File: src/rtl/memBusPkg.sv
package memBusPkg;

	//////////////////////////////////////////////////////////////////////
	// Bus widths
	//////////////////////////////////////////////////////////////////////

	typedef logic [15:0] addrT;
	typedef logic [15:0] wordT;
	typedef logic [7:0] byteT;
	typedef logic [2:0] waitT;

	// I/O block, decoded ahead of the RAM split on bit 15
	localparam addrT UartDataAddr = 16'hBF00;
	localparam addrT UartStatAddr = 16'hBF01;
	localparam addrT TimingAddr = 16'hBF02;

	//////////////////////////////////////////////////////////////////////
	// Sequencer states
	//////////////////////////////////////////////////////////////////////

	typedef enum logic [1:0] {
		SramIdle, Setup, Strobe, Hold
	} sramStateT;

	// Read path WaitRx..ReadGap, write path LoadTx..WaitTsre, each run twice
	typedef enum logic [3:0] {
		UartIdle, WaitRx, ReadLow, ReadGap, LoadTx,
		WriteLow, WaitTbre, WaitTsre, Done
	} uartStateT;

endpackage

File: src/rtl/memReqIf.sv
interface memReqIf;
	import memBusPkg::*;

	logic req;
	logic we;
	addrT addr;
	wordT wrData;
	// One-cycle pulse, rdData valid alongside
	logic done;
	wordT rdData;

	modport master (
		output req, we, addr, wrData,
		input done, rdData
	);

	modport target (
		input req, we, addr, wrData,
		output done, rdData
	);

endinterface

File: src/rtl/busDecoder.sv
module busDecoder (
	input logic clk,
	input logic rst,
	input logic cyc,
	input logic stb,
	input logic we,
	input memBusPkg::addrT adr,
	input memBusPkg::wordT datWr,
	output memBusPkg::wordT datRd,
	output logic ack,
	memReqIf.master ram1Req,
	memReqIf.master ram2Req,
	memReqIf.master uartReq,
	memReqIf.master regReq
);
	import memBusPkg::*;

	// One-hot select: bit 0 ram1, 1 ram2, 2 uart, 3 timing reg
	logic [3:0] sel;
	logic [3:0] selNext;
	logic busy;
	logic stbHeld;
	logic start;
	logic doneAny;
	addrT addrQ;
	wordT dataQ;
	logic weQ;
	wordT rdMux;

	always_comb begin
		if (adr == UartDataAddr || adr == UartStatAddr)
			selNext = 4'b0100;
		else if (adr == TimingAddr)
			selNext = 4'b1000;
		else if (adr[15])
			selNext = 4'b0001;
		else
			selNext = 4'b0010;
	end

	// New cycle only once the previous stb has gone away
	assign start = cyc && stb && !busy && !stbHeld;
	assign doneAny = ram1Req.done | ram2Req.done | uartReq.done | regReq.done;
	assign rdMux = ({16{sel[0]}} & ram1Req.rdData) | ({16{sel[1]}} & ram2Req.rdData) |
		({16{sel[2]}} & uartReq.rdData) | ({16{sel[3]}} & regReq.rdData);

	always_ff @(posedge clk or negedge rst) begin
		if (!rst) begin
			busy <= 1'b0;
			stbHeld <= 1'b0;
			sel <= '0;
			ack <= 1'b0;
		end else begin
			ack <= 1'b0;
			if (!stb)
				stbHeld <= 1'b0;
			if (start) begin
				busy <= 1'b1;
				stbHeld <= 1'b1;
				sel <= selNext;
			end else if (busy && doneAny) begin
				busy <= 1'b0;
				ack <= 1'b1;
			end
		end
	end

	always_ff @(posedge clk) begin
		if (start) begin
			addrQ <= adr;
			dataQ <= datWr;
			weQ <= we;
		end
		if (busy && doneAny)
			datRd <= rdMux;
	end

	//////////////////////////////////////////////////////////////////////
	// Request fan-out
	//////////////////////////////////////////////////////////////////////

	assign ram1Req.req = busy & sel[0];
	assign ram1Req.addr = addrQ;
	assign ram1Req.wrData = dataQ;
	assign ram1Req.we = weQ;

	assign ram2Req.req = busy & sel[1];
	assign ram2Req.addr = addrQ;
	assign ram2Req.wrData = dataQ;
	assign ram2Req.we = weQ;

	assign uartReq.req = busy & sel[2];
	assign uartReq.addr = addrQ;
	assign uartReq.wrData = dataQ;
	assign uartReq.we = weQ;

	assign regReq.req = busy & sel[3];
	assign regReq.addr = addrQ;
	assign regReq.wrData = dataQ;
	assign regReq.we = weQ;

endmodule

File: src/flat_wrapper.sv
// flat-port wrapper written by rule: the top's interface ports become plain ports
module busDecoder_flat import memBusPkg::*;
  (clk, rst, cyc, stb, we, adr, datWr, datRd, ack, ram1Req_req, ram1Req_we, ram1Req_addr, ram1Req_wrData, ram1Req_done, ram1Req_rdData, ram2Req_req, ram2Req_we, ram2Req_addr, ram2Req_wrData, ram2Req_done, ram2Req_rdData, uartReq_req, uartReq_we, uartReq_addr, uartReq_wrData, uartReq_done, uartReq_rdData, regReq_req, regReq_we, regReq_addr, regReq_wrData, regReq_done, regReq_rdData);
  memReqIf ram1Req_i ();
  memReqIf ram2Req_i ();
  memReqIf uartReq_i ();
  memReqIf regReq_i ();
  input logic clk;
  input logic rst;
  input logic cyc;
  input logic stb;
  input logic we;
  input memBusPkg::addrT adr;
  input memBusPkg::wordT datWr;
  output memBusPkg::wordT datRd;
  output logic ack;
  output wire logic [$bits(ram1Req_i.req)-1:0] ram1Req_req;
  output wire logic [$bits(ram1Req_i.we)-1:0] ram1Req_we;
  output wire logic [$bits(ram1Req_i.addr)-1:0] ram1Req_addr;
  output wire logic [$bits(ram1Req_i.wrData)-1:0] ram1Req_wrData;
  input wire logic [$bits(ram1Req_i.done)-1:0] ram1Req_done;
  input wire logic [$bits(ram1Req_i.rdData)-1:0] ram1Req_rdData;
  output wire logic [$bits(ram2Req_i.req)-1:0] ram2Req_req;
  output wire logic [$bits(ram2Req_i.we)-1:0] ram2Req_we;
  output wire logic [$bits(ram2Req_i.addr)-1:0] ram2Req_addr;
  output wire logic [$bits(ram2Req_i.wrData)-1:0] ram2Req_wrData;
  input wire logic [$bits(ram2Req_i.done)-1:0] ram2Req_done;
  input wire logic [$bits(ram2Req_i.rdData)-1:0] ram2Req_rdData;
  output wire logic [$bits(uartReq_i.req)-1:0] uartReq_req;
  output wire logic [$bits(uartReq_i.we)-1:0] uartReq_we;
  output wire logic [$bits(uartReq_i.addr)-1:0] uartReq_addr;
  output wire logic [$bits(uartReq_i.wrData)-1:0] uartReq_wrData;
  input wire logic [$bits(uartReq_i.done)-1:0] uartReq_done;
  input wire logic [$bits(uartReq_i.rdData)-1:0] uartReq_rdData;
  output wire logic [$bits(regReq_i.req)-1:0] regReq_req;
  output wire logic [$bits(regReq_i.we)-1:0] regReq_we;
  output wire logic [$bits(regReq_i.addr)-1:0] regReq_addr;
  output wire logic [$bits(regReq_i.wrData)-1:0] regReq_wrData;
  input wire logic [$bits(regReq_i.done)-1:0] regReq_done;
  input wire logic [$bits(regReq_i.rdData)-1:0] regReq_rdData;
  assign ram1Req_req = ram1Req_i.req;
  assign ram1Req_we = ram1Req_i.we;
  assign ram1Req_addr = ram1Req_i.addr;
  assign ram1Req_wrData = ram1Req_i.wrData;
  assign ram1Req_i.done = ram1Req_done;
  assign ram1Req_i.rdData = ram1Req_rdData;
  assign ram2Req_req = ram2Req_i.req;
  assign ram2Req_we = ram2Req_i.we;
  assign ram2Req_addr = ram2Req_i.addr;
  assign ram2Req_wrData = ram2Req_i.wrData;
  assign ram2Req_i.done = ram2Req_done;
  assign ram2Req_i.rdData = ram2Req_rdData;
  assign uartReq_req = uartReq_i.req;
  assign uartReq_we = uartReq_i.we;
  assign uartReq_addr = uartReq_i.addr;
  assign uartReq_wrData = uartReq_i.wrData;
  assign uartReq_i.done = uartReq_done;
  assign uartReq_i.rdData = uartReq_rdData;
  assign regReq_req = regReq_i.req;
  assign regReq_we = regReq_i.we;
  assign regReq_addr = regReq_i.addr;
  assign regReq_wrData = regReq_i.wrData;
  assign regReq_i.done = regReq_done;
  assign regReq_i.rdData = regReq_rdData;
  busDecoder u_core (.clk(clk), .rst(rst), .cyc(cyc), .stb(stb), .we(we), .adr(adr), .datWr(datWr), .datRd(datRd), .ack(ack), .ram1Req(ram1Req_i), .ram2Req(ram2Req_i), .uartReq(uartReq_i), .regReq(regReq_i));
endmodule
File: config.mk
export PLATFORM = sky130hd
export DESIGN_NAME = busDecoder_flat
export DESIGN_NICKNAME = d
export VERILOG_FILES = /design/src/rtl/memBusPkg.sv /design/src/rtl/memReqIf.sv /design/src/rtl/busDecoder.sv /design/src/flat_wrapper.sv
export SDC_FILE = /design/constraint.sdc
export NUM_CORES = 1
export LEC_CHECK = 0
export BUFFER_PORTS_ARGS = -buffer_cell sky130_fd_sc_hd__buf_2
export CAP_MARGIN = 15
export CORE_AREA = 2 2 100 102
export DETAILED_ROUTE_END_ITERATION = 8
export DIE_AREA = 0 0 102 104
export HOLD_SLACK_MARGIN = 0.12
export PLACE_DENSITY = 0.78
export REMOVE_ABC_BUFFERS = 1
export SETUP_SLACK_MARGIN = 0.02
export SKIP_CTS_REPAIR_TIMING = 1
export SKIP_LAST_GASP = 1
export SYNTH_ARGS = -nofsm -noshare
export SYNTH_HDL_FRONTEND = slang
export SYNTH_SLANG_ARGS = --single-unit
File: constraint.sdc
create_clock -name clk -period 2.1 [get_ports clk]
set_input_delay 0.525 -clock clk [delete_from_list [all_inputs] [get_ports clk]]
set_output_delay 0.525 -clock clk [all_outputs]
set_load 0.005 [all_outputs]
---- Word-level counts from Yosys, hierarchy flattened ----
Index checks and enable logic that the tools add are counted.
Widths: inputs -> output; s select.
storage, ports and cells
  input bits .............................. 105
  register bits after elaboration ......... 56
operators by class
  mux-type cells .......................... 9
  reductions and logical operators ........ 8
  bitwise operators ....................... 14
  equality and inequality tests ........... 4
operators with widths
  kind                  count
  $and 16x16->16        4
  $eq 16x16->1 const B  3
  $or 16x16->16         3
  $mux 4                2
  $mux 1                6
  $and 1x1->1           4
  $logic_and 1x1->1     4
  $or 1x1->1            3
  $logic_not 1->1       2
  $mux 2                1
  $ne 2x1->1 const B    1
  $reduce_bool 2->1     1
  $logic_or 1x1->1      1

---- Longest topological paths before layout ----
  word-level depth ........................ 6
  mapped depth ............................ 4
  mapped depth without buffers ............ 4

---- Worst setup path after synthesis ----
OpenSTA, ideal clock, no wires.
  path type ............................... in2reg
  from .................................... input ram2Req_done
  to ...................................... register u_core.datRd[0] (enable)
  setup slack ............................. 0.373 ns
  arrival time ............................ 1.337 ns
  setup time .............................. 0.390 ns
  stages .................................. 2
  buffers on the path ..................... 0
  path through ............................ nor4_1 -> nor2b_1
between the ends
  longest elaborated chain between the ends .. 4
RTL lines
  item                      RTL line            RTL
  start, declared           flat_wrapper.sv:27  input wire logic [$bits(ram2Req_i.done)-1:0] ram2Req_done;
  $or 1x1->1 (3 in series)  busDecoder.sv:43    assign doneAny = ram1Req.done | ram2Req.done | uartReq.done | regReq.done;
  $logic_and 1x1->1         busDecoder.sv:74    if (busy && doneAny)
  end signal, assigned      busDecoder.sv:75    datRd <= rdMux;
  end, declared             busDecoder.sv:9     output memBusPkg::wordT datRd,
No other way between the ends.
A chain may end at the register's enable or synchronous reset.

---- Worst setup path in the final report ----
  from .................................... register u_core.sel[3]
  to ...................................... output regReq_req
between the ends
  longest elaborated chain between the ends .. 1
RTL lines
  item                    RTL line            RTL
  start, declared         busDecoder.sv:19    logic [3:0] sel;
  start signal, assigned  busDecoder.sv:60    sel <= selNext;
  $and 1x1->1             busDecoder.sv:97    assign regReq.req = busy & sel[3];
  end, declared           flat_wrapper.sv:35  output wire logic [$bits(regReq_i.req)-1:0] regReq_req;
No other way between the ends.

==> impl_metrics.sql <==
INSERT INTO impl_metrics (metric_group, metric, value, unit) VALUES
('status', 'status', 'finished clean', ''),
('finish', 'area_delta_synth_final', '27.9', '%'),
('sta', 'max_freq', '592', 'MHz'),
('floorplanning', 'floorplan.io_pins', '258', ''),
('clock_network', 'clkLatencyLatePin', '310', 'ps'),
('power_and_ir_drop', 'worst_ir_drop_vdd', '0.379', 'mV'),
('drt', 'detail_route.first_pass.iterations', '4', ''),
('grt', 'grt_pass1_wl', '11400', 'µm'),
('floorplanning', 'fp.dieH', '104', 'µm'),
('sta', 'rsz0062_at_grt', 'no', ''),
('drt', 'routed-via-count', '2295', ''),
('hold_path', 'holdCritStartpoint', 'datWr[1]', ''),
('grt', 'via_count_of_the_first_global_routing_pass', '2160', ''),
('drt', 'detail_route.drc_violations', '0', ''),
('sta', 'final_min_period_over_clock_period', '80.5', '%'),
('synthesis', 'post_synth_main_area_contributors', 'sky130_fd_sc_hd__edfxtp_1 (50%), sky130_fd_sc_hd__buf_4 (25%), sky130_fd_sc_hd__a22oi_1 (8.1%)', ''),
('drt', 'detail_route.wirelength', '8300', 'µm'),
('clock_network', 'ctsRootBufferMaster', 'sky130_fd_sc_hd__clkbuf_8', ''),
('synthesis', 'postSynthAreaPerCell', '12.3', 'µm²'),
('sta', 'timing.final.setup_violations', '0', ''),
('grt', 'grt_use_total', '14.2', '%'),
('critical_path', 'critical_path_peak_fanout', '18', ''),
('critical_path', 'reg2reg_from', 'u_core.busy', ''),
('critical_path', 'worst_setup_path_start_kind', 'register', ''),
('synthesis', 'proportion_of_synthesized_chip_area_in_sequential_cells', '55.8', '%'),
('clock_network', 'cts_max_level', '2', ''),
('sta', 'finalHoldViolCount', '0', ''),
('clock_network', 'clock_tree.buffer_depth', '2', ''),
('synthesis', 'netlist.area_leader.share', '49.8', '%'),
('hold_path', 'worstHoldEndpoint', 'u_core.ram1Req.wrData[1]', ''),
('power_and_ir_drop', 'p_per_area', '653', 'mW/mm²'),
('clock_network', 'numCtsBuffers', '5', ''),
('finish', 'multiInputGateArea', '508', 'µm²'),
('sta', 'tightestPinTransition', '468', 'ps'),
('drt', 'drt.antenna.violating_nets', '0', ''),
('place', 'dpl.hpwl', '6710', 'µm'),
('finish', 'drive_above_1_share', '68.6', '%'),
('critical_path', 'critical_path_arrival', '1160', 'ps'),
('job', 'max_cap_violations', '0', ''),
('grt', 'grt_start_max_net_pins', '38', ''),
('floorplanning', 'fp.dieArea', '0.0106', 'mm²'),
('floorplanning', 'die_width', '102', 'µm'),
('clock_network', 'clk_pin_slew_worst_paths', '100', 'ps'),
('critical_path', 'cp-end-kind', 'primary output', ''),
('floorplanning', 'placement_rows', '36', ''),
('synthesis', 'synth.largest_area_cell', 'sky130_fd_sc_hd__edfxtp_1', ''),
('critical_path', 'criticalPathCategory', 'reg -> out', ''),
('sta', 'slew-limit-headroom', '68.5', '%'),
('grt', 'antenna_found_initial', '1', ''),
('synthesis', 'syn_inst', '240', ''),
('finish', 'layout.cells.most_common', 'sky130_fd_sc_hd__buf_2', ''),
('hold_path', 'hold_path_depth', '1', ''),
('power_and_ir_drop', 'p_leak', '1.85', 'nW'),
('drt', 'detailedRoute.firstIterationViolations', '131', ''),
('finish', 'regArea', '0.00165', 'mm²'),
('sta', 'layout_min_cycle_time', '1690', 'ps'),
('sta', 'final.setup_skew', '10.7', 'ps'),
('place', 'port-buffer-count', '257', ''),
('synthesis', 'yosys_register_bits', '56', ''),
('critical_path', 'ff2ff_path_depth', '2', ''),
('critical_path', 'regToRegEndpoint', 'u_core.ram1Req.wrData[5]', ''),
('grt', 'grt_total_ovfl', '0', ''),
('clock_network', 'cts_sinks', '56', ''),
('sta', 'setup_tns', '0', 'ps'),
('drt', 'route.detailed.wl_per_inst', '15.4', 'µm'),
('critical_path', 'worst-endpoint-required', '1570', 'ps'),
('power_and_ir_drop', 'fin_total_pwr', '2.46', 'mW'),
('synthesis', 'yosysUniqueCellTypes', '23', ''),
('finish', 'commonest_cells_after_routing_fill_and_taps_aside', 'sky130_fd_sc_hd__buf_2 (257), sky130_fd_sc_hd__edfxtp_1 (49), sky130_fd_sc_hd__a22oi_1 (32)', ''),
('floorplanning', 'initial_core_util', '30.9', '%'),
('floorplanning', 'coreArea', '0.00955', 'mm²'),
('finish', 'finish.utilization', '39.6', '%'),
('synthesis', 'syn-cell-area', '0.00295', 'mm²'),
('synthesis', 'ys.warnings.count', '0', ''),
('clock_network', 'cts_tree', 'done', ''),
('place', 'place_congestion', '0.842', ''),
('hold_path', 'hold_path_class', 'in -> reg', ''),
('drt', 'route.detailed.vias_per_inst', '4.26', ''),
('finish', 'num-fill-cells', '967', ''),
('finish', 'finish.net_count', '508', ''),
('sta', 'drv_slew', '0', ''),
('critical_path', 'reg2reg_slack', '580', 'ps');
sequential cells by signal (all words and copies together) (netlist names):
signal / count
u_core.busy: 1
u_core.ram1Req.addr: 16
u_core.stbHeld: 1
u_core.ack: 1
u_core.ram1Req.we: 1
u_core.datRd: 16
u_core.ram1Req.wrData: 16
u_core.sel: 4
through the flow:
stage | hold WS, ps | area, µm² | std cells | setup slack (ps)
final | 388 | 3780 | 539 | 410
after floorplan | 229 | 2160 | 133 | 373
after global routing | 372 | 3770 | 537 | 368
after global placement | 360 | 3650 | 528 | 454
after detailed placement | 368 | 3650 | 528 | 405
after CTS | 18.6 | 3760 | 536 | 386
how the worst max path moves through the flow:
stage                             start  slack [ps]                to  cells past startpoint
after floorplan            ram2Req_done         370   u_core.datRd[0]                      2
after global placement     ram2Req_done         450  u_core.datRd[12]                      4
after CTS                 u_core.sel[3]         390        regReq_req                      3
after detailed placement   ram2Req_done         410   u_core.datRd[9]                      4
after global routing      u_core.sel[3]         370        regReq_req                      3
final                     u_core.sel[3]         410        regReq_req                      3
worst max-delay path, stage by stage, from the launching register on:
cell                      delay [ps]
sky130_fd_sc_hd__dfrtp_1         370
sky130_fd_sc_hd__buf_4           200
sky130_fd_sc_hd__and2_1          150
sky130_fd_sc_hd__buf_2           130
per-layer routing:
metal	part of all wire, %	wire length, µm	GRT usage [%]	up-vias
li1	-	-	-	1074
met1	36	2990	16.4	1079
met2	52	4300	24.7	134
met3	11	897	4.50	8
met4	1.3	107	4.29	0
met5	0	0	0	-
cells by family (layout without fill, tap and decap cells):
logic type      Yosys count  count (layout)  synth area share (%)
flops                    56              56                  55.8
buf+inv                 108             272                  27.0
compound gates           37              37                  9.53
other cells               0               2                     0
simple gates             39              39                  7.67
power by group:
part / internal [mW] / total [mW] / switching [mW]
clock: 0.361 / 0.722 / 0.360
sequential: 1.29 / 1.33 / 0.0354
combinational: 0.207 / 0.414 / 0.207
total: 1.86 / 2.46 / 0.603
cell type report:
| class | instances | share of cell area [%] |
|---|---|---|
| antenna | 2 | 0.132 |
| clock inverter | 2 | 1.03 |
| timing repair buffer | 263 | 35.3 |
| inverter | 1 | 0.166 |
| multi-input combinational | 76 | 13.4 |
| clock buffer | 6 | 1.92 |
| sequential | 56 | 43.6 |
| tap | 133 | 4.41 |
synth_stat cells:
master and count:
sky130_fd_sc_hd__nand2_1 24, sky130_fd_sc_hd__nand4_1 1, sky130_fd_sc_hd__buf_4 99, sky130_fd_sc_hd__clkbuf_8 1, sky130_fd_sc_hd__a22oi_1 32, sky130_fd_sc_hd__o21a_1 2
sky130_fd_sc_hd__o31ai_2 1, sky130_fd_sc_hd__nor2b_1 3, sky130_fd_sc_hd__dfrtp_1 7, sky130_fd_sc_hd__and2_1 2, sky130_fd_sc_hd__and2b_2 1, sky130_fd_sc_hd__edfxtp_1 49
sky130_fd_sc_hd__nor4_1 1, sky130_fd_sc_hd__and2_2 2, sky130_fd_sc_hd__nand3b_1 1, sky130_fd_sc_hd__and4b_2 1, sky130_fd_sc_hd__nor4_2 1, sky130_fd_sc_hd__a2bb2oi_1 1
sky130_fd_sc_hd__and4b_1 1, sky130_fd_sc_hd__buf_2 7, sky130_fd_sc_hd__o21ai_1 1, sky130_fd_sc_hd__inv_4 1, sky130_fd_sc_hd__nand4bb_4 1
Power figures use the tool's default switching activity.
